==> config.mk <==
export PLATFORM = sky130hd
export DESIGN_NAME = insn_decode
export DESIGN_NICKNAME = d
export VERILOG_FILES = /design/src/hdl/core_pkg.sv /design/src/hdl/insn_decode.sv
export SDC_FILE = /design/constraint.sdc
export NUM_CORES = 1
export LEC_CHECK = 0
export BUFFER_PORTS_ARGS = -buffer_cell sky130_fd_sc_hd__clkbuf_2
export CAP_MARGIN = 0
export CORE_UTILIZATION = 30
export CTS_BUF_LIST = sky130_fd_sc_hd__clkbuf_8 sky130_fd_sc_hd__clkbuf_16
export CTS_CLUSTER_SIZE = 30
export DETAILED_ROUTE_END_ITERATION = 8
export SLEW_MARGIN = 20
export SYNTH_ARGS = -nofsm -noshare
export SYNTH_HDL_FRONTEND = slang
export SYNTH_SLANG_ARGS = --single-unit
==> constraint.sdc <==
create_clock -name clk -period 7.4 [get_ports clk]
set_input_delay 0 -clock clk [delete_from_list [all_inputs] [get_ports clk]]
set_output_delay 0 -clock clk [all_outputs]
set_load 0.1 [all_outputs]
==> src/hdl/core_pkg.sv <==
package core_pkg;

  localparam int word_w    = 32;
  localparam int op_w      = 4;
  localparam int operand_w = 28;

  typedef enum logic [op_w-1:0] {
    op_load    = 4'd1,
    op_imm     = 4'd2,
    op_illegal = 4'hf
  } opcode_e;

  // substituted for a word whose fetch failed
  localparam logic [word_w-1:0] illegal_insn = {op_illegal, {operand_w{1'b0}}};

  typedef struct packed {
    logic [word_w-1:0]    pc;
    opcode_e              op;
    logic [operand_w-1:0] operand;
  } decoded_t;

  typedef struct packed {
    logic [word_w-1:0] pc;
    opcode_e           op;
    logic [word_w-1:0] value;
    logic              err;
  } result_t;

endpackage

==> src/hdl/insn_decode.sv <==
`timescale 1ns/1ps

module insn_decode import core_pkg::*; (
  input  logic              clk,
  input  logic              rstn,
  input  logic              fetch_valid,
  output logic              fetch_ready,
  input  logic [word_w-1:0] fetch_word,
  input  logic [word_w-1:0] fetch_pc,
  input  logic              fetch_err,
  output logic              dec_valid,
  input  logic              dec_ready,
  output decoded_t          dec,
  output logic              dec_err
);
  opcode_e dec_op;

  assign fetch_ready = ~dec_valid | dec_ready;

  always_comb begin
    case (fetch_word[word_w-1 -: op_w])
      op_imm:  dec_op = op_imm;
      op_load: dec_op = op_load;
      default: dec_op = op_illegal; // anything unknown
    endcase
  end

  always_ff @(posedge clk) begin
    if (!rstn) dec_valid <= 1'b0;
    else if (fetch_valid && fetch_ready) dec_valid <= 1'b1;
    else if (dec_ready) dec_valid <= 1'b0;
  end

  always_ff @(posedge clk) begin
    if (fetch_valid && fetch_ready) begin
      dec     <= '{pc: fetch_pc, op: dec_op, operand: fetch_word[operand_w-1:0]};
      dec_err <= fetch_err;
    end
  end

endmodule

# After elaboration in Yosys (flattened, before gate mapping)
# Index checks and enable logic that the tools add are counted.
[totals] in_bits=69 reg_bits=66
[classes] eq_ne=2 bitwise_logic=2 muxes=3 n_reduce_logical=2
[op_table] operator="4-bit case mux with 2 select lines" count=1
[op_table] operator="4-bit by 1-bit equality test with 1-bit output, second input constant" count=1
[op_table] operator="4-bit by 2-bit equality test with 1-bit output, second input constant" count=1
[op_table] operator="1-bit two-way mux" count=2
[op_table] operator="2-bit nonzero test" count=1
[op_table] operator="1-bit logical AND" count=1
[op_table] operator="1-bit inverter" count=1
[op_table] operator="1-bit OR" count=1

# Logic depth before layout (Yosys ltp)
[depth] word_depth=4 depth_mapped=2

# Worst setup path after synthesis
# No wires, ideal clock.
[synth_timing] path_kind="reg-to-reg" startpoint="register dec_valid" endpoint="register dec[0] in the netlist's numbering, enable pin" setup_time_ns=0.429 t_required_ns=6.971 period_less_slack_ns=3.121 t_arrival_ns=2.693 stages_incl_launch_ff=3 setup_slack_ns=4.279 path_cell_list="dfxtp_1 -> nand2b_4 -> and2_1"
[synth_between] elab_chain_cells=3
[synth_rtl] element="from (decl)" line="insn_decode.sv:11" source="output logic dec_valid,"
[synth_rtl] element="from (signal assigned)" line="insn_decode.sv:29" source="if (!rstn) dec_valid <= 1'b0;"
[synth_rtl] element="from (signal assigned)" line="insn_decode.sv:30" source="else if (fetch_valid && fetch_ready) dec_valid <= 1'b1;"
[synth_rtl] element="from (signal assigned)" line="insn_decode.sv:31" source="else if (dec_ready) dec_valid <= 1'b0;"
[synth_rtl] element="1-bit inverter" line="insn_decode.sv:18" source="assign fetch_ready = ~dec_valid | dec_ready;"
[synth_rtl] element="1-bit OR" line="insn_decode.sv:18"
[synth_rtl] element="via fetch_ready" line="insn_decode.sv:7" source="output logic fetch_ready,"
[synth_rtl] element="1-bit logical AND" line="insn_decode.sv:35" source="if (fetch_valid && fetch_ready) begin"
[synth_rtl] element="to (signal assigned)" line="insn_decode.sv:36" source="dec <= '{pc: fetch_pc, op: dec_op, operand: fetch_word[operand_w-1:0]};"
[synth_rtl] element="to (decl)" line="insn_decode.sv:13" source="output decoded_t dec,"
# The timed path passes the listed nets, and every way through them passes these cells.
# A chain may end at the register's enable or synchronous reset.

# Worst setup path in the final report
[layout_timing] startpoint="input port fetch_word[30]" endpoint="register dec[29] in the netlist's numbering (data pin)"
[layout_between] elab_chain_cells=2 word_cells_on_any_way=3 cone_classes="eq/ne: 2; mux: 1"
[layout_rtl] element="from (decl)" line="insn_decode.sv:8" source="input logic [word_w-1:0] fetch_word,"
[layout_rtl] element="4-bit by 1-bit equality test with 1-bit output / 4-bit by 2-bit equality test with 1-bit output (equally long branches)" line="insn_decode.sv:21" source="case (fetch_word[word_w-1 -: op_w])"
[layout_rtl] element="4-bit case mux with 2 select lines *" line="insn_decode.sv:21"
[layout_rtl] element="via dec_op[1]" line="insn_decode.sv:16" source="opcode_e dec_op;"
# Mark *: on every way through the listed nets, which the timed path passes. The rest lies on a longest branch.

==> results.yml <==
critical_path:
  r2r_end: "dec[9]$_DFFE_PP_"
  slowest_delay_ns: 0.60
  crit_start: "fetch_word[30]"
  crit_fanout: 3
  crit_path_end: "dec[29]$_DFFE_PP_"
  slowest_stage: "dlygate4sd3_1"
  endpoint_kind: "flop"
  worstSetupStartpointType: "primary input"
  worstPathCellList: "dlygate4sd3_1 > clkbuf_2 > nor2_1 > dlygate4sd3_1 > nand2_1 > dlygate4sd3_1"
  worst-r2r-setup-slack_ns: 5.84
  path_buf_inv: 4
  arrival_ns: 1.96
  cp_data_required_time_ns: 7.49
  r2r_cells: 3
  worst_path_most_repeated_cell: "dlygate4sd3_1"
  crit_type: "in -> reg"
  cp_num_cells: 6
  r2r_start: "dec_valid$_SDFFE_PN0P_"
  cpLargestDelayFamily: "buffers and inverters"
floorplan:
  dieArea_um2: 7080
  start_util: 0.315
  fp.coreArea_um2: 6420
  fp-row-count: 29
  die_x_um: 84.1
  ios: 136
  die_height_um: 84.1
clock_network:
  cts_sinks: 65
  cts.reportedPaths.clkPinSlew_ns: 0.07
  cts_tree: "yes"
  numCtsBuffers: 9
  cts_root_buf: "clkbuf_8"
  htree_levels: 3
  clock_latency_ns: 0.34
  clk_path_buf_depth: 2
pwr:
  ir_drop_v: 0.000149
  power.leakage_uw: 0.00159
  p_total_uw: 948
  powerDensity_nw_per_um2: 259
place:
  post-place-ws_ns: 5.83
  gp_congestion: 0.696
  hpwl_um: 2890
  io_buffers: 135
  dpl.cell_count: 288
synth:
  synth_area_um2: 2020
  ys_ff_latch: 65
  synthCells: 76
  syn_nets: 145
  synthTopCellsByArea: "edfxtp_1 (95%), nor2b_4 (1.4%), dfxtp_1 (0.99%)"
  synth_cell_type_count: 11
  synth_top_area_frac: 0.949
  syn_avg_cell_area_um2: 26.6
  synth_seq_area_share: 0.959
  yosys.area.top_type: "edfxtp_1"
  ys.warnings.count: 0
finish:
  area_delta_synth_final_pct: 80.5
  final_common_cell: "clkbuf_2"
  drive_gt1_frac: 0.520
  layout_common_cells: "clkbuf_2 (135), dlygate4sd3_1 (67), edfxtp_1 (64)"
  stdcell_count: 371
  nNetsFinal: 358
  diodes: 0
  fin_util: 0.569
sta:
  fin_tns_setup_ns: 0
  rsz0062_at_grt: "false"
  fmax_mhz: 535
  tightest_slew_ns: 0.782
  slew_headroom: 0.478
  finalClockSkew_ns: 0.00653
  finalSetupViolCount: 0
  fin_crit_sh: 0.253
  post-route-min-period_ns: 1.87
  finalHoldViolCount: 0
  drv_slew: 0
  fin_ws_ns: 5.53
outcome:
  violations: "design-rule violations"
  status: "finished, violations left"
flow_run:
  drv_cap: 0
routing:
  drc: 12
  drtIter0Drc: 60
  firstDrtPassIters: 6
  final_antenna_net_count: 0
  via_per_inst: 4.05
  wire_per_inst_um: 13.6
  via_count: 1503
  drt_wl_total_um: 5040
global_route:
  grt_max_degree: 65
  antenna_found_initial: 0
  grt_pass1_wl_um: 7530
  first_global_vias: 1643
  grt.overflow.total: 0
  grt_usage: 0.148
hold_path:
  min_path_cells: 3
  min_path_type: "in -> reg"
## cell usage after synthesis, drive strengths merged
cell	number
nand2	2
and2	1
o21ai	1
a21boi	1
nand2b	1
edfxtp	64
dfxtp	1
nor2	1
inv	1
buf	1
nor2b	2
## area by class of cell
class / instances / area, um2
repair buffers: 203 / 1350
inverters: 1 / 3.75
well taps: 77 / 96.3
multi-input cells: 9 / 72.6
fillers: 494 / 2770
flip-flops and latches: 65 / 1940
clock inverters: 7 / 61.3
clock buffers: 9 / 124
## metrics by stage
stage	cell area, um2	hold WS (ns)
finish	3650	0.0698
detailed placement	2800	0.179
CTS	3650	0.0351
global route	3650	0.0748
floorplan	2020	0.0989
global placement	2800	0.176
## worst min-delay path, stage by stage
cell	delay, ns
clkbuf_2	0.13
nor2b_4	0.05
o21ai_1	0.12
## flip-flops by register name, indices dropped and copies added, names as in the netlist
register and flops:
dec_valid 1, dec 63, dec_err 1
## cells by family (layout without fill, tap and decap cells)
kind of cell | after synthesis | count (layout) | share of synthesized area
DFF | 65 | 65 | 0.959
and+or+nand+nor | 7 | 7 | 0.0290
AOI/OAI and AO/OA | 2 | 2 | 0.00618
buffers and inverters | 2 | 220 | 0.00556
## worst min path at each step
stage                              to      startpoint  slack [ns]
floorplan            dec[0]$_DFFE_PP_   fetch_word[0]         0.1
global placement    dec[36]$_DFFE_PP_     fetch_pc[4]        0.18
detailed placement   dec[7]$_DFFE_PP_   fetch_word[7]        0.18
CTS                 dec[30]$_DFFE_PP_  fetch_word[29]        0.04
global route        dec[30]$_DFFE_PP_  fetch_word[29]        0.07
finish              dec[30]$_DFFE_PP_  fetch_word[29]        0.07
## timing repair
action                    in CTS  in global routing
setup buffers                  0                  0
gates resized for setup        0                  0
hold buffers                  67                  0
hold endpoints to repair      65                  0
## layer usage
layer	up-vias	part of all wire	GRT usage
li1	724	-	-
met1	684	0.36	0.142
met2	87	0.52	0.262
met3	8	0.10	0.0678
met4	0	0.019	0.0846
met5	-	0	0
## power breakdown
| group | total [uW] | internal, uW | switching, uW |
|---|---|---|---|
| registers | 436 | 430 | 6.01 |
| logic | 229 | 50.0 | 179 |
| clock network | 283 | 151 | 132 |
| total | 948 | 631 | 317 |
Note: power is estimated with default switching activity, not from simulation.
