--- config.mk ---
export PLATFORM = sky130hd
export DESIGN_NAME = mem_arb
export DESIGN_NICKNAME = d
export VERILOG_FILES = /design/src/hdl/mem_pkg.sv /design/src/hdl/mem_arb.sv
export SDC_FILE = /design/constraint.sdc
export NUM_CORES = 1
export LEC_CHECK = 0
export BUFFER_PORTS_ARGS = -buffer_cell sky130_fd_sc_hd__clkbuf_2
export CAP_MARGIN = 20
export CORE_ASPECT_RATIO = 1.1
export CORE_UTILIZATION = 51
export DETAILED_ROUTE_END_ITERATION = 8
export GPL_ROUTABILITY_DRIVEN = 0
export PLACE_DENSITY_LB_ADDON = 0.08
export SETUP_SLACK_MARGIN = 0.02
export SYNTH_ARGS = -nofsm -noshare
export SYNTH_HDL_FRONTEND = slang
export SYNTH_SLANG_ARGS = --single-unit
--- constraint.sdc ---
create_clock -name clk -period 4.75 [get_ports clk]
set_input_delay 1.1875 -clock clk [delete_from_list [all_inputs] [get_ports clk]]
set_output_delay 1.1875 -clock clk [all_outputs]
set_load 0.02 [all_outputs]
--- src/hdl/mem_pkg.sv ---
package mem_pkg;

  localparam int addr_w      = 32;
  localparam int data_w      = 32;
  localparam int ram_words   = 256;
  localparam int ram_latency = 2;
  localparam int ram_idx_w   = $clog2(ram_words);
  localparam int lat_cnt_w   = $clog2(ram_latency + 1);

  // axi style encodings, exokay and decerr unused
  typedef enum logic [1:0] {
    resp_okay   = 2'b00,
    resp_slverr = 2'b10
  } resp_e;

  typedef struct packed {
    logic [addr_w-1:0] araddr;
  } ar_chan_t;

  typedef struct packed {
    logic [data_w-1:0] rdata;
    resp_e             rresp;
  } r_chan_t;

endpackage
--- src/hdl/mem_arb.sv ---
`timescale 1ns/1ps

module mem_arb import mem_pkg::*; (
  input  logic     clk,
  input  logic     rstn,
  input  logic     ifu_arvalid,
  output logic     ifu_arready,
  input  ar_chan_t ifu_ar,
  output logic     ifu_rvalid,
  input  logic     ifu_rready,
  output r_chan_t  ifu_r,
  input  logic     lsu_arvalid,
  output logic     lsu_arready,
  input  ar_chan_t lsu_ar,
  output logic     lsu_rvalid,
  input  logic     lsu_rready,
  output r_chan_t  lsu_r,
  output logic     ram_arvalid,
  input  logic     ram_arready,
  output ar_chan_t ram_ar,
  input  logic     ram_rvalid,
  output logic     ram_rready,
  input  r_chan_t  ram_r
);
  // index 0 is fetch, index 1 is load
  logic [1:0] arvalid, arready, rvalid, rready, hold_valid, out_free;
  ar_chan_t   ar [2];
  ar_chan_t   hold_ar [2];
  r_chan_t    r_out [2];
  r_chan_t    park_r;
  logic       park_valid, park_src;
  logic       busy, last_src, tag;
  logic       grant, grant_src;

  assign arvalid     = {lsu_arvalid, ifu_arvalid};
  assign rready      = {lsu_rready, ifu_rready};
  assign ar[0]       = ifu_ar;
  assign ar[1]       = lsu_ar;
  assign ifu_arready = arready[0];
  assign lsu_arready = arready[1];
  assign ifu_rvalid  = rvalid[0];
  assign lsu_rvalid  = rvalid[1];
  assign ifu_r       = r_out[0];
  assign lsu_r       = r_out[1];

  assign out_free  = ~rvalid | rready;
  assign grant     = ~busy & (|hold_valid);
  assign grant_src = (&hold_valid) ? ~last_src : hold_valid[1]; // alternate on contention

  always_ff @(posedge clk) begin
    if (!rstn) begin
      hold_valid  <= '0;
      arready     <= '0;
      rvalid      <= '0;
      busy        <= 1'b0;
      last_src    <= 1'b1; // fetch wins the first tie
      ram_arvalid <= 1'b0;
      ram_rready  <= 1'b0;
      park_valid  <= 1'b0;
    end else begin
      for (int m = 0; m < 2; m++) begin
        if (arvalid[m] && arready[m]) begin
          hold_valid[m] <= 1'b1;
          arready[m]    <= 1'b0;
        end else if (grant && grant_src == 1'(m)) begin
          hold_valid[m] <= 1'b0;
          arready[m]    <= 1'b1;
        end else begin
          arready[m] <= ~hold_valid[m];
        end
        if (rvalid[m] && rready[m]) rvalid[m] <= 1'b0;
      end

      if (grant) begin
        busy        <= 1'b1;
        ram_arvalid <= 1'b1;
        last_src    <= grant_src;
      end
      if (ram_arvalid && ram_arready) ram_arvalid <= 1'b0;

      if (ram_rvalid && ram_rready) begin
        busy <= 1'b0; // delivered or parked, next address may go
        if (out_free[tag]) begin
          rvalid[tag] <= 1'b1;
        end else begin
          park_valid <= 1'b1;
          ram_rready <= 1'b0;
        end
      end else if (park_valid && out_free[park_src]) begin
        park_valid       <= 1'b0;
        ram_rready       <= 1'b1;
        rvalid[park_src] <= 1'b1;
      end else if (!park_valid) begin
        ram_rready <= 1'b1;
      end
    end
  end

  always_ff @(posedge clk) begin
    for (int m = 0; m < 2; m++) begin
      if (arvalid[m] && arready[m]) hold_ar[m] <= ar[m];
    end
    if (grant) ram_ar <= hold_ar[grant_src];
    if (ram_arvalid && ram_arready) tag <= last_src;
    if (ram_rvalid && ram_rready) begin
      if (out_free[tag]) begin
        r_out[tag] <= ram_r;
      end else begin
        park_r   <= ram_r;
        park_src <= tag;
      end
    end else if (park_valid && out_free[park_src]) begin
      r_out[park_src] <= park_r;
    end
  end

endmodule

# ---- Word-level counts from Yosys, hierarchy flattened
# Memories as Yosys holds them, arrays and structs flattened. A register that Yosys moved wholly into a read port is not among the register bits.
# Index checks and enable logic that the tools add are counted.
dict set report classes {
  div_mod_pow 0
  shifts 0
  add_sub_neg 0
  multipliers 0
  n_reduce_logical 24
  bitwise 12
  muxes 42
  magnitude_cmp 4
  eq_ne 2
}
# operator n
set ops {}
lappend ops {{$mux W1} 36}
lappend ops {{$mux W34} 1}
lappend ops {{$reduce_or A34 Y1} 1}
lappend ops {{$logic_and A1 B1 Y1} 11}
lappend ops {{$reduce_or A2 Y1} 5}
lappend ops {{$reduce_and A2 Y1} 4}
lappend ops {{$not A1 Y1} 7}
lappend ops {{$mux W2} 3}
lappend ops {{$or A2 B2 Y2} 3}
lappend ops {{$reduce_bool A2 Y1} 3}
lappend ops {{$lt A1 B2 Y1 const B} 2}
lappend ops {{$ne A3 B1 Y1 const B} 1}
lappend ops {{$demux W1 S1} 2}
lappend ops {{$ge A1 B1 Y1 const B} 2}
lappend ops {{$ne A2 B2 Y1 const B} 1}
lappend ops {{$not A2 Y2} 1}
lappend ops {{$and A1 B1 Y1} 1}
dict set report totals {
  ram_bits 132
  n_memories 2
  reg_bits 47
  latchBits 0
  word_cells 100
  romBits 0
}
# name words word_bits read_ports rd_clocked_by_memory_dff write_ports line
set mem_list {}
lappend mem_list {r_out 2 34 2 0 1 mem_arb.sv:29} ;# r_chan_t r_out [2];
lappend mem_list {hold_ar 2 32 1 1 2 mem_arb.sv:28} ;# ar_chan_t hold_ar [2];

# ---- Longest topological paths before layout
dict set report depth {
  depth_word 10
  depth_mapped 4
  ltp_nobuf 3
}

# ---- Least setup slack after synthesis
# Ideal clock, no wire load.
dict set report synth_timing {
  kind {input-to-reg}
  startpoint {in ram_rvalid}
  endpoint {mem r_out[0][0] in the netlist's numbering (enable)}
  path_buffers 0
  t_required_ns 4.313
  path_stages 3
  setup_ns 0.437
  arrival_ns 3.423
  setup_slack_ns 0.890
  cell_sequence {nand2_1 > mux2_2 > a21oi_1}
}
dict set report synth_via {
  elab_chain_cells 5
  word_cells_on_any_way 8
  classes_between {6 x mux; 2 x reduce/logical}
}
# element line
set synth_rtl {}
lappend synth_rtl {{start, declared} mem_arb.sv:21} ;# input logic ram_rvalid,
lappend synth_rtl {{$logic_and A1 B1 Y1 *} mem_arb.sv:105} ;# if (ram_rvalid && ram_rready) begin
lappend synth_rtl {{$mux W1} mem_arb.sv:105}
lappend synth_rtl {{$mux W1 (not written as such)} mem_arb.sv:113} ;# r_out[park_src] <= park_r;
lappend synth_rtl {{$reduce_or A34 Y1 (no line)} --}
lappend synth_rtl {{$mux W1 (no line)} --}
lappend synth_rtl {{end, declared} mem_arb.sv:29}
# Mark *: on every way between the ends. The rest lies on a longest branch, timed or not.

# ---- Final worst setup path
dict set report layout_timing {
  startpoint {in ram_rvalid}
  endpoint {mem r_out[1][24] in the netlist's numbering (data pin)}
}
dict set report layout_via {
  elab_chain_cells 5
}
# element line
set layout_rtl {}
lappend layout_rtl {{$logic_and A1 B1 Y1} mem_arb.sv:105}
lappend layout_rtl {{$mux W1} mem_arb.sv:105}
lappend layout_rtl {{$mux W1 (not written as such)} mem_arb.sv:113}
lappend layout_rtl {{$reduce_or A34 Y1 (no line)} --}
lappend layout_rtl {{$mux W34 (no line)} --}
# No other way between the ends.

==> results_dict.tcl <==
set metrics [dict create \
    grt_usage 0.170 \
    grt_pass1_wl_um 19100 \
    post_cts_resized 0 \
    hpwl_um 8840 \
    cts_buffer_depth 3 \
    rsz0062_at_grt "false" \
    crit_type "in2reg" \
    status "finished clean" \
    synth-seq-cells 211 \
    postCtsHoldBufs 0 \
    pin_count 212 \
    slew_headroom 0.409 \
    cts_root_buffer "clkbuf_16" \
    synth_nets 435 \
    startpoint_type "input pin" \
    synth_area_leaders "edfxtp_1 81%, mux2_4 6.0%, mux2_2 4.7%" \
    drc 0 \
    syn_inst 329 \
    first_pass_iters 4 \
    antenna_found_initial 0 \
    stdcell_area_um2 9430 \
    period_needed_ns 2.64 \
    yosysUniqueCellTypes 31 \
    setup_viol 0 \
    routedWlPerCell_um 17.0 \
    rows 45 \
    crit_fanout 34 \
    viasPerCell 4.96 \
    ys_seq_area_frac 0.835 \
    die_area_um2 15100 \
    ant_nets 0 \
    endpoint_kind "flop" \
    grt_use_met1 0.204 \
    drive_above_1_share 0.545 \
    final-max-slew-violation-count 0 \
    die_h_um 129 \
    p_leak_uw 0.00370 \
    die-width_um 117 \
    grt_util_met2 0.282 \
    fin_skew_ns 0.0194 \
    floorplan.initialDensity 0.532 \
    synth.avg_cell_area_um2 22.7 \
    report.power.total_uw 3810 \
    ys.warnings.count 0 \
    met3_usage 0.0650 \
    synth_area_um2 7450 \
    synth_edf_count 200 \
    gr-total-overflow 0 \
    synth_top_area_share 0.806 \
    drtIter0Drc 112 \
    synth_most_common_cell "edfxtp_1" \
    wirelength_um 12900 \
    numClockSinks 211 \
    worstPathArrival_ns 2.86 \
    yosysTopAreaCell "edfxtp_1" \
    clk_pin_slew_ns 0.06 \
    synth_common_cells "200 x edfxtp_1, 31 x mux2_2, 30 x mux2_4" \
    nets 669 \
    portBuffers 211 \
    cts_setup_buffers 0 \
    final.setup.tns_ns 0 \
    required_ns 4.96 \
    cts-buffers-inserted 21 \
    fmax_mhz 378 \
    core_um2 14000 \
    synth_ff_type "edfxtp_1" \
    grt_busiest_layer "met2" \
    grt_max_degree 35 \
    synthArstFlopShare 0 \
    peakVddDrop_v 0.000289 \
    period_share 0.556 \
    vias 3782 \
    cap_violations 0 \
    power_density_nw_per_um2 404 \
    cts_tree "yes" \
    hold_path_class "reg2reg" \
    hold_viol 0 \
    place_area_um2 8840 \
    grt_pass1_vias 3735 \
    syn_to_final_growth_pct 26.5 \
    cts-htree-levels 1 \
    insertedDiodeCount 0 \
    worst_pin_slew_ns 0.885 \
    clk_latency_ns 0.48 \
]
worst max-delay path, stage by stage:
cell,delay [ns]
clkbuf_2,0.09
nand2_1,0.26
nand4_4,0.72
mux2_4,0.57
layout make-up:
type	instances	area [um2]
repair buffers	218	1170
fillers	968	4590
inverters	7	26.3
flip-flops and latches	211	6230
multi-input cells	104	1180
well taps	188	235
clock buffers	26	544
clock inverters	8	50.0
metrics by stage:
stage,setup slack (ns),hold slack [ns],util,std cells
2_1_floorplan,0.890,0.478,-,329
3_3_place_gp,1.50,0.504,0.624,724
3_5_place_dp,1.58,0.514,0.630,728
4_1_cts,2.08,0.519,0.673,762
5_1_grt,2.01,0.522,0.673,762
6_report,2.11,0.518,0.673,762
path summary, 6_finish.rpt:
check | start | end | slack [ns] | cells after the start
max | ram_rvalid | r_out[1][24] | 2.11 | 4
min | hold_ar[0][30] | ram_ar[30] | 0.52 | 1
max reg2reg | park_src | r_out[1][24] | 2.51 | 3
min reg2reg | hold_ar[0][30] | ram_ar[30] | 0.52 | 1
placed cells by master, fill, tap and decap left out, drive strengths merged:
cell / Yosys / routed
a211oi: 1 / 1
a21boi: 3 / 3
a21o: 1 / 1
a21oi: 6 / 6
a31oi: 2 / 2
and2: 2 / 2
and3: 2 / 2
buf: 6 / 7
clkbuf: 1 / 237
clkinv: 0 / 4
clkinvlp: 0 / 2
dfxtp: 11 / 11
edfxtp: 200 / 200
inv: 7 / 9
mux2: 67 / 67
nand2: 5 / 5
nand2b: 1 / 1
nand3b: 2 / 2
nand4: 1 / 1
nor2b: 2 / 2
nor3b: 1 / 1
o211a: 1 / 1
o21a: 1 / 1
o21ai: 2 / 2
o311a: 1 / 1
o311ai: 1 / 1
or3b: 2 / 2
metal layers:
metal	wire length [um]	vias to the layer above
li1	-	1771
met1	5040	1812
met2	6260	183
met3	1370	16
met4	246	0
met5	0	-
power breakdown:
group,switching (uW),internal [uW],leakage [uW]
combinational,131,99.5,0.00149
clock,630,813,0.000285
sequential,20.4,2110,0.00193
total,782,3020,0.00370
flip-flops by register name, summed over array words and instances, names as in the netlist, 2 cells and up:
register	flops
r_out	68
rvalid	2
arready	2
hold_ar	64
ram_ar	32
park_r	34
hold_valid	2
cells by family (layout without fill, tap and decap cells):
logic type             Yosys count  after routing  synth area share
multiplexers                    67             67             0.116
flip-flops                     211            211             0.835
buffers and inverters           14            259            0.0141
AND/OR/NAND/NOR                 18             18            0.0170
AO/OA/AOI/OAI                   19             19            0.0175
(Power assumes the default switching activity.)
