File: config.mk
export PLATFORM = sky130hd
export DESIGN_NAME = exec_unit
export DESIGN_NICKNAME = d
export VERILOG_FILES = /design/src/hdl/core_pkg.sv /design/src/hdl/mem_pkg.sv /design/src/hdl/exec_unit.sv
export SDC_FILE = /design/constraint.sdc
export NUM_CORES = 1
export LEC_CHECK = 0
export ABC_AREA = 1
export ABC_CLOCK_PERIOD_IN_PS = 2600
export BUFFER_PORTS_ARGS = -buffer_cell sky130_fd_sc_hd__buf_2
export CAP_MARGIN = 20
export CORE_MARGIN = 3
export CORE_UTILIZATION = 44
export CTS_CLUSTER_DIAMETER = 200
export CTS_CLUSTER_SIZE = 40
export DETAILED_ROUTE_END_ITERATION = 8
export HOLD_SLACK_MARGIN = 0.06
export MAX_ROUTING_LAYER = met4
export PLACE_DENSITY = 0.8
export SLEW_MARGIN = 5
export SYNTH_ARGS = -nofsm -noshare
export SYNTH_HDL_FRONTEND = slang
export SYNTH_SLANG_ARGS = --single-unit
File: constraint.sdc
create_clock -name clk -period 2.6 [get_ports clk]
set_input_delay 0.52 -clock clk [delete_from_list [all_inputs] [get_ports clk]]
set_output_delay 0.52 -clock clk [all_outputs]
set_load 0.01 [all_outputs]
File: src/hdl/core_pkg.sv
package core_pkg;

  localparam int word_w    = 32;
  localparam int op_w      = 4;
  localparam int operand_w = 28;

  typedef enum logic [op_w-1:0] {
    op_load    = 4'd1,
    op_imm     = 4'd2,
    op_illegal = 4'hf
  } opcode_e;

  // substituted for a word whose fetch failed
  localparam logic [word_w-1:0] illegal_insn = {op_illegal, {operand_w{1'b0}}};

  typedef struct packed {
    logic [word_w-1:0]    pc;
    opcode_e              op;
    logic [operand_w-1:0] operand;
  } decoded_t;

  typedef struct packed {
    logic [word_w-1:0] pc;
    opcode_e           op;
    logic [word_w-1:0] value;
    logic              err;
  } result_t;

endpackage

File: src/hdl/mem_pkg.sv
package mem_pkg;

  localparam int addr_w      = 32;
  localparam int data_w      = 32;
  localparam int ram_words   = 256;
  localparam int ram_latency = 2;
  localparam int ram_idx_w   = $clog2(ram_words);
  localparam int lat_cnt_w   = $clog2(ram_latency + 1);

  // axi style encodings, exokay and decerr unused
  typedef enum logic [1:0] {
    resp_okay   = 2'b00,
    resp_slverr = 2'b10
  } resp_e;

  typedef struct packed {
    logic [addr_w-1:0] araddr;
  } ar_chan_t;

  typedef struct packed {
    logic [data_w-1:0] rdata;
    resp_e             rresp;
  } r_chan_t;

endpackage
File: src/hdl/exec_unit.sv
`timescale 1ns/1ps

module exec_unit import mem_pkg::*, core_pkg::*; (
  input  logic     clk,
  input  logic     rstn,
  input  logic     dec_valid,
  output logic     dec_ready,
  input  decoded_t dec,
  input  logic     dec_err,
  output logic     lsu_arvalid,
  input  logic     lsu_arready,
  output ar_chan_t lsu_ar,
  input  logic     lsu_rvalid,
  output logic     lsu_rready,
  input  r_chan_t  lsu_r,
  output logic     result_valid,
  input  logic     result_ready,
  output result_t  result
);
  typedef enum logic [1:0] {
    st_idle,
    st_load_req,
    st_load_wait,
    st_output
  } exec_state_e;

  exec_state_e state;

  assign dec_ready    = (state == st_idle);
  assign lsu_arvalid  = (state == st_load_req);
  assign lsu_rready   = (state == st_load_wait);
  assign result_valid = (state == st_output);

  always_ff @(posedge clk) begin
    if (!rstn) begin
      state <= st_idle;
    end else begin
      case (state)
        st_idle:      if (dec_valid) state <= (dec.op == op_load) ? st_load_req : st_output;
        st_load_req:  if (lsu_arready) state <= st_load_wait;
        st_load_wait: if (lsu_rvalid) state <= st_output;
        st_output:    if (result_ready) state <= st_idle;
        default:      state <= st_idle;
      endcase
    end
  end

  always_ff @(posedge clk) begin
    if (dec_valid && dec_ready) begin
      result.pc    <= dec.pc;
      result.op    <= dec.op;
      result.value <= (dec.op == op_imm) ? word_w'(dec.operand) : '0;
      result.err   <= (dec.op == op_illegal) && dec_err;
      lsu_ar       <= '{araddr: addr_w'({dec.operand, 2'b00})}; // word index to byte address
    end else if (lsu_rvalid && lsu_rready) begin
      result.value <= (lsu_r.rresp == resp_okay) ? lsu_r.rdata : '0;
      result.err   <= (lsu_r.rresp != resp_okay);
    end
  end

endmodule

Word level (Yosys, flattened, before mapping)

Index checks and enable logic that the tools add are counted.

Flip-flop bits (word level): 99
Latch bits: 0
RAM bits: 0
Bits in read-only memories: 0
Output and inout bits: 105
Memories kept: 0

Add/subtract/negate cells: 0
$mul: 0
Div/mod/pow operators: 0
Magnitude comparators: 0
Equal/unequal tests: 10
Shift-type cells: 0
Mux-type cells: 10
Bitwise gates (word level): 0
Reductions and logical operators: 8

Operators by type and width:

| kind                 | count |
|---|---|
| $mux W33             | 2 |
| $mux W32             | 1 |
| $mux W28             | 1 |
| $mux W2              | 5 |
| $pmux W2 S4          | 1 |
| $eq A2 B2 Y1 const B | 2 |
| $eq A4 B1 Y1 const B | 1 |
| $eq A4 B2 Y1 const B | 1 |
| $eq A4 B4 Y1 const B | 1 |
| $logic_not A2 Y1     | 2 |
| $ne A2 B1 Y1 const B | 2 |
| $ne A2 B2 Y1 const B | 2 |
| $reduce_and A4 Y1    | 1 |
| $reduce_bool A2 Y1   | 2 |
| $logic_and A1 B1 Y1  | 3 |
| $eq A2 B1 Y1 const B | 1 |

Depth between registers and ports, before layout

Gate-level depths: netlist of the first run.

Word-level depth: 4
Gate-level depth with buffers: 9
Gate-level depth less buffers: 8

Worst setup path before layout of the first run

Ideal clock, no wire load.

Kind: reg2reg
Start point: register state[0]
End point: register result[0] (netlist name), data pin
Setup time: 298 ps
Arrival time: 1823 ps
Required time: 2302 ps
Path slack: 479 ps
Cell stages (with the launch flop): 7
Period minus slack after synthesis: 2121 ps
Cell sequence: dfxtp_1 inv_1 ha_1 nand2_2 inv_1 buf_2 a21oi_1

Word-level cells in the longest chain between the ends: 3

RTL lines:

| item                     | RTL line        | RTL |
|---|---|---|
| start: declaration       | exec_unit.sv:27 | `exec_state_e state;` |
| start signal: assignment | exec_unit.sv:36 | `state <= st_idle;` |
| start signal: assignment | exec_unit.sv:39 | `st_idle: if (dec_valid) state <= (dec.op == op_load) ? st_load_req : st_output;` |
| start signal: assignment | exec_unit.sv:40 | `st_load_req: if (lsu_arready) state <= st_load_wait;` |
| $logic_not A2 Y1         | exec_unit.sv:29 | `assign dec_ready = (state == st_idle);` |
| via dec_ready            | exec_unit.sv:7  | `output logic dec_ready,` |
| $logic_and A1 B1 Y1      | exec_unit.sv:49 | `if (dec_valid && dec_ready) begin` |
| $mux W33                 | exec_unit.sv:49 |  |
| end: declaration         | exec_unit.sv:18 | `output result_t result` |

The timed path passes the listed nets, and every way through them passes these cells.
A chain may end at the register's enable or synchronous reset.

Worst setup path in the final report of the first run

Start point: register state[1]
End point: register result[7] (netlist name), data pin

Word-level cells in the longest chain between the ends: 3

RTL lines:

| item                | RTL line |
|---|---|
| $logic_not A2 Y1    | exec_unit.sv:29 |
| $logic_and A1 B1 Y1 | exec_unit.sv:49 |
| $mux W33            | exec_unit.sv:49 |

No other way between the ends.

==> flow_summary.json, run 1 <==
{
  "crit_fanout": 53,
  "hold_class": "in -> reg",
  "grt_pass1_wl_um": 14500,
  "cts_resized": 0,
  "synth_area_per_cell_um2": 14.7,
  "critPathRequiredTime_ps": 2800,
  "power_density_nw_per_um2": 933,
  "fin_crit_sh_pct": 69.9,
  "rr_worst_depth": 7,
  "maxCapViolCount": 0,
  "htreeDepth": 3,
  "place.gp.congestion": 0.830,
  "final_cell_mix": "205 x buf_2, 97 x edfxtp_1, 66 x nand2_1",
  "yosys_warnings": 0,
  "antenna_found_initial": 1,
  "met1_length_um": 3480,
  "cts_inserted_buffers": 9,
  "clk_pin_slew_ps": 100,
  "root_buffer": "clkbuf_8",
  "netlist_area_um2": 3700,
  "yosysSeqAreaShare_pct": 79.9,
  "wl_per_cell_um": 16.7,
  "setup_ws_ps": 782,
  "grt_overflow_total": 0,
  "ff2ff_setup_slack_ps": 780,
  "fin_area_um2": 4990,
  "drc_errors": 0,
  "nets": 570,
  "post-route-util_pct": 62.9,
  "critPathKind": "reg -> reg",
  "holdCritStartpoint": "dec[57]",
  "clock.fmax_mhz": 550,
  "status": "completed",
  "io_buffers": 205,
  "num_rows": 32,
  "cts_tree": "built",
  "track_usage_pct": 20.4,
  "relSlewSlack_pct": 48.7,
  "reg2reg_from": "state[1]",
  "wl_met2_um": 5060,
  "core_um2": 7930,
  "synth-seq-cells": 99,
  "wl_um": 9470,
  "start_kind": "flop",
  "grt_max_degree": 54,
  "cts_setup_buffers": 0,
  "tns_ps": 0,
  "dieArea_um2": 9540,
  "p_leak_nw": 2.18,
  "antenna_left": 0,
  "pre_cts_ws_ps": 820,
  "synth.distinct_cells": 19,
  "crit_arrival_ps": 2010,
  "critPathCaptureType": "flop",
  "num_io_pins": 210,
  "die_x_um": 97.7,
  "vdd_ir_drop_max_v": 0.000857,
  "cts_hold_buf": 0,
  "drt_iter0_drc": 131,
  "syn2layout_area_growth_pct": 34.9,
  "drv_slew": 0,
  "min_to": "result[62]",
  "final_layout_size_suffix_gt1_share_pct": 50.6,
  "r2r-end": "result[7]",
  "die_h_um": 97.7,
  "dp_hpwl_um": 7340,
  "highest_layer": "met4",
  "tightest_slew_ps": 766,
  "clockBufferDepth": 2,
  "initial_utilization_pct": 46.6,
  "netlist_instances": 251,
  "setup_viol": 0,
  "rsz0062_at_grt": "false",
  "fin_crit_ps": 1820,
  "cts.sinks": 99,
  "viasPerCell": 4.80,
  "fin_skew_ps": 6.44,
  "dr.pass1.iters": 4,
  "placed_cell_area_um2": 4790,
  "vias": 2720,
  "holdPathStages": 1,
  "clock_latency_ps": 350,
  "dr_wl_met3_um": 810,
  "grt_pass1_vias": 2791,
  "finalHoldViolCount": 0,
  "layout_commonest_cell": "buf_2"
}
state kept, by name (all words and copies together), names as in the netlist:
name	count
result	69
lsu_ar	28
state	2
metal layers:
metal  vias to the layer above  global-route usage (%)
met2                       138                    35.7
met4                         0                    5.86
li1                       1289                       -
met1                      1285                    22.6
met3                         8                    6.25
met5                         -                       -
synthesized netlist by cell type (all sizes together):
master,number,area [um2]
dfxtp,2,40.0
ha,5,62.6
conb,1,3.75
nand2,70,270
nor2,16,60.1
nand3,2,10.0
buf,12,95.1
inv,14,52.6
nand4,1,6.26
nand3b,1,7.51
a21oi,1,5.00
edfxtp,97,2910
o21ai,29,171
cell families after synthesis:
kind of cell             share of synthesized area [%]
other                                            0.101
flip-flops                                        79.9
AND/OR/NAND/NOR                                   9.58
AO/OA/AOI/OAI                                     4.77
buffers and inverters                             3.99
adder cells (fa/ha/maj)                           1.69
final cells by class:
type / count / area, um2
clock inverters: 6 / 75.1
repair buffers: 207 / 1040
inverters: 14 / 53.8
fillers: 641 / 2940
well taps: 102 / 128
clock buffers: 9 / 124
diodes: 1 / 2.50
flip-flops and latches: 99 / 2950
multi-input cells: 129 / 611
how the worst max path moves through the flow:
stage,startpoint,to,depth (start not counted)
floorplan,state[0],result[0],6
global placement,state[0],result[26],4
detailed placement,state[0],result[27],7
CTS,state[1],result[7],7
global route,state[0],result[7],7
finish,state[1],result[7],7
stage by stage:
stage | instances | power [mW] | hold WS (ps)
finish | 567 | 4.65 | 337
CTS | 566 | 4.71 | 313
detailed placement | 551 | 3.74 | 541
global route | 567 | 4.92 | 311
global placement | 551 | 3.66 | 509
floorplan | 254 | 3.12 | 498
worst max-delay path: stages, from the launching register on:
cell and delay (ps):
dfxtp_1 350, inv_1 120, ha_1 220, nand2_2 100, clkinv_2 60, buf_4 490, nand2_1 140, o21ai_1 170
power breakdown:
group	internal [mW]	switching (mW)	leakage (nW)
Clock	0.453	0.529	0.0978
Sequential	2.28	0.105	0.944
Combinational	0.419	0.866	1.14
Total	3.15	1.50	2.18
Note: power is estimated with default switching activity, not from simulation.
==> inputs of run 2 (changes only) <==
- ABC_CLOCK_PERIOD_IN_PS: 2600 -> 1500
- CORE_UTILIZATION: 44 -> 39
- PLACE_DENSITY: 0.8 -> 0.75
- clock period: 2.6 -> 1.5 ns (I/O delays scaled with it)
==> run 2 against run 1 <==
  * Routed wire length fell by 0.94%
  * Critical path type is now reg -> out
  * Clock skew up 1.1 ps
  * Die area up 12%
  * Worst hold slack worse by 230 ps
  * Global-route usage down 3.0 points
  * Cell count increased by 6.0%
==> flow_summary.json, run 2 (synthesis gave the netlist of run 1 again) <==
{
  "fin_skew_ps": 7.53,
  "p_leak_nw": 2.30,
  "cts_tree": "built",
  "root_buffer": "clkbuf_8",
  "viasPerCell": 4.53,
  "grt_max_degree": 30,
  "clockBufferDepth": 2,
  "critPathCaptureType": "output port",
  "grt_pass1_wl_um": 13500,
  "tns_ps": 0,
  "crit_arrival_ps": 1150,
  "final_layout_size_suffix_gt1_share_pct": 53.3,
  "vias": 2723,
  "largest_reg_flops": 69,
  "fin_crit_sh_pct": 97.0,
  "reg.largest.list": "result x69, lsu_ar x28, state x2",
  "cts.sinks": 99,
  "start_kind": "flop",
  "clock_latency_ps": 360,
  "final_cell_mix": "204 x buf_2, 97 x edfxtp_1, 66 x nand2_1",
  "cts_inserted_buffers": 9,
  "wl_per_cell_um": 15.6,
  "grt_overflow_total": 0,
  "io_buffers": 205,
  "finalHoldViolCount": 0,
  "die_h_um": 103,
  "dr.pass1.iters": 4,
  "dp_hpwl_um": 6840,
  "largest_register": "result",
  "core_um2": 8980,
  "dp_cells": 582,
  "critPathKind": "reg -> out",
  "rsz0062_at_grt": "false",
  "layout_commonest_cell": "buf_2",
  "vdd_ir_drop_max_v": 0.00105,
  "num_rows": 34,
  "fin_crit_ps": 1450,
  "crit_family": "flip-flops",
  "antenna_found_initial": 0,
  "finalNonFillerCells": 601,
  "antenna_left": 0,
  "setup_viol": 0,
  "syn2layout_area_growth_pct": 43.3,
  "clock.fmax_mhz": 687,
  "die_x_um": 103,
  "num_io_pins": 210,
  "htreeDepth": 3,
  "power_density_nw_per_um2": 1650,
  "maxCapViolCount": 0,
  "crit_fanout": 3,
  "cts_hold_buf": 0,
  "max_stage_delay_ps": 350,
  "place.gp.congestion": 0.825,
  "cp_num_buf_inv": 3,
  "diodes": 0,
  "clk_pin_slew_ps": 100,
  "hold_class": "in -> reg",
  "grt_pass1_vias": 2737,
  "initial_utilization_pct": 41.2,
  "track_usage_pct": 17.4,
  "crit_slowest_cell": "dfxtp_2",
  "holdWs_ps": 108,
  "nets": 580,
  "critPathRequiredTime_ps": 1200,
  "drv_slew": 0,
  "wl_um": 9380,
  "status": "completed",
  "dieArea_um2": 10700,
  "cp_cell_sequence": "inv_2, buf_6, ha_4, buf_2",
  "drc_errors": 0,
  "drt_iter0_drc": 78
}
[run 2: changes by cell type in the layout (fill, tap and decap cells not counted), moves of 2 or more]
cell / before / now
bufbuf_16: 0 / 2
nand2_4: 0 / 3
inv_1: 12 / 10
dfxtp_2: 0 / 2
ha_1: 5 / 1
nand2_2: 4 / 1
buf_6: 0 / 3
dfxtp_1: 2 / 0
ha_4: 0 / 3
buf_12: 0 / 6
inv_2: 1 / 3
[run 2: metrics by stage]
step	area [um2]	util, %	setup WS, ps	power, mW
2_1_floorplan	3730	-	-0.174	5.44
3_3_place_gp	4950	55.2	72.6	6.65
3_5_place_dp	4950	55.2	7.51	6.73
4_1_cts	5280	58.8	-11.1	8.82
5_1_grt	5300	59.0	7.96	9.25
6_report	5300	59.0	45.3	8.76
[run 2: repair_timing]
action | CTS | global route
setup buffers | 1 | 0
gates cloned | 2 | 0
pin swaps | 0 | 1
endpoints found under the setup margin | 5 | 9
resized for setup | 10 | 7
[run 2: final timing paths]
kind                            slack (ps)  depth (start not counted)           to      from
worst max register to register          70                          5   lsu_ar[24]  state[1]
worst min-delay path                   110                          1   result[66]   dec[61]
worst min register to register         660                          3     state[0]  state[0]
worst max-delay path                    50                          4  lsu_arvalid  state[1]
[run 2: cell type report]
type                       count  area, um2
clock buffer                   9        124
sequential                    99       2960
tap                          126        158
clock inverter                 7       82.6
timing repair buffer         217       1250
inverter                      14       57.6
multi-input combinational    129        666
fill                         750       3680
[run 2: power by group]
group | total [mW] | internal, mW | switching (mW)
logic | 2.88 | 1.20 | 1.68
clock network | 1.77 | 0.805 | 0.968
registers | 4.10 | 3.94 | 0.161
[run 2: metal layers]
metal	GRT usage (%)	share of wire (%)	up-vias	wire length, um
li1	-	-	1313	-
met1	19.0	38	1249	3550
met2	30.0	51	144	4790
met3	4.69	9.0	17	842
met4	7.27	2.0	0	190
met5	-	0	-	0
[run 2: worst register-to-register path, stage by stage, from the launching register on]
cell       delay (ps)
dfxtp_2           340
inv_2              60
ha_2              210
nand2_4           100
clkinv_4          100
bufbuf_16         330
==> inputs of run 3 (changes only) <==
- CORE_ASPECT_RATIO: unset -> 0.5
==> run 3 against run 2 <==
  * Power increased by 6.5%
  * Register-to-register slack better by 20 ps
  * Via count is 1.4% lower
  * Critical endpoint is now lsu_rready
  * Clock skew about the same
  * Cell count shrank 1.2%
  * Die area grew 0.67%
  * Maximum frequency grew 0.33%
==> flow_summary.json, run 3 (synthesis gave the netlist of run 1 again) <==
{
  "clockBufferDepth": 2,
  "num_io_pins": 210,
  "power_mw": 9.32,
  "gr-usage-met1_pct": 16.4,
  "clk_pin_slew_ps": 70,
  "clock.fmax_mhz": 690,
  "holdPathStages": 1,
  "wl_um": 9010,
  "fin_skew_ps": 7.35,
  "track_usage_pct": 15.7,
  "fin_crit_sh_pct": 96.7,
  "seqPwrFrac_pct": 43.9,
  "critPathCaptureType": "output port",
  "grt_overflow_total": 0,
  "dp_hpwl_um": 6740,
  "place.gp.congestion": 0.784,
  "largest_reg_flops": 69,
  "met2_usage_pct": 28.6,
  "grt_pass1_wl_um": 12300,
  "fin_crit_ps": 1450,
  "multi_input_area_um2": 633,
  "nets": 582,
  "initial_utilization_pct": 41.3,
  "rr_worst_depth": 7,
  "setup_viol": 0,
  "rsz0062_at_grt": "true",
  "grt_max_degree": 58,
  "pre_cts_ws_ps": -1.93,
  "cts_tree": "built",
  "final_layout_size_suffix_gt1_share_pct": 52.8,
  "finalHoldViolCount": 0,
  "cts_inserted_buffers": 9,
  "reg.largest.list": "result x69, lsu_ar x28, state x2",
  "post-route-util_pct": 60.0,
  "wl_per_cell_um": 15.2,
  "fill_cells": 746,
  "root_buffer": "clkbuf_16",
  "num_rows": 24,
  "largest_register": "result",
  "maxCapViolCount": 0,
  "crit_arrival_ps": 1150,
  "ff2ff_setup_slack_ps": 90,
  "setup_ws_ps": 50.2,
  "start_kind": "flop",
  "layout_commonest_cell": "buf_2",
  "critPathKind": "reg -> out",
  "diodes": 0,
  "syn2layout_area_growth_pct": 45.3,
  "grt_pass1_vias": 2540,
  "fin_area_um2": 5370,
  "pwr-share-comb_pct": 29.6,
  "die_x_um": 144,
  "vias": 2684,
  "critPathRequiredTime_ps": 1200,
  "p_int_mw": 6.54,
  "vdd_ir_drop_max_v": 0.000916,
  "final_cell_mix": "204 x buf_2, 97 x edfxtp_1, 66 x nand2_1",
  "switching_share_pct": 29.8,
  "hold_class": "in -> reg",
  "crit_fanout": 4,
  "power_density_nw_per_um2": 1740,
  "viasPerCell": 4.52,
  "grtUsageMet3_pct": 5.14,
  "clock_power_share_pct": 26.5,
  "antenna_left": 0,
  "drt_iter0_drc": 157,
  "grt.busiest_layer": "met2",
  "regArea_um2": 2960,
  "dr.pass1.iters": 4,
  "drv_slew": 0,
  "placed_cell_area_um2": 4970,
  "holdWs_ps": 130,
  "io_buffers": 205,
  "drc_errors": 0,
  "status": "completed",
  "cts.sinks": 99,
  "dieArea_um2": 10800,
  "antenna_found_initial": 0,
  "switching_power_mw": 2.78,
  "clock_latency_ps": 340,
  "p_leak_nw": 2.34,
  "die_h_um": 74.9,
  "core_um2": 8950,
  "htreeDepth": 3
}
run 3: what timing repair did:
item / CTS / global route
setup endpoints to repair: 4 / 17
buffers inserted: 1 / 0
gates resized for setup: 3 / 10
gates cloned: 0 / 1
hold buffers: 0 / 0
hold endpoints to repair: 0 / 0
run 3: per-stage QoR:
step,instances,TNS (ps)
5_1_grt,594,-22.8
4_1_cts,593,0
2_1_floorplan,254,-0.174
6_report,594,0
3_5_place_dp,576,-1.93
3_3_place_gp,576,0
run 3: power groups by stage:
stage | logic [mW] | registers [mW] | clock network (mW)
after floorplan | 0.935 | 4.51 | 0
after global placement | 2.56 | 4.12 | 0
after CTS | 2.63 | 4.10 | 2.53
after detailed placement | 2.59 | 4.16 | 0
after global routing | 3.00 | 4.15 | 2.65
final | 2.76 | 4.09 | 2.47
run 3: layout make-up:
cell class              instances  share of cell area, %
inverters                      14                   1.07
clock buffers                   9                   4.19
clock inverters                 7                   1.82
flip-flops and latches         99                   55.0
repair buffers                219                   23.4
multi-input cells             129                   11.8
well taps                     117                   2.72
run 3: worst paths after layout:
kind             from         end
max          state[0]  lsu_rready
max reg2reg  state[1]   result[1]
min reg2reg  state[0]    state[0]
min           dec[48]  result[53]
run 3: worst max-delay path, cell delays in order (launching register included):
cell and delay, ps:
dfxtp_2 320, inv_1 50, buf_4 140, ha_4 170, buf_2 130
run 3: layer usage:
| layer | part of all wire, % | routed length, um |
|---|---|---|
| met5 | 0 | 0 |
| met3 | 6.3 | 572 |
| met2 | 55 | 4940 |
| met1 | 37 | 3310 |
| met4 | 2.1 | 187 |
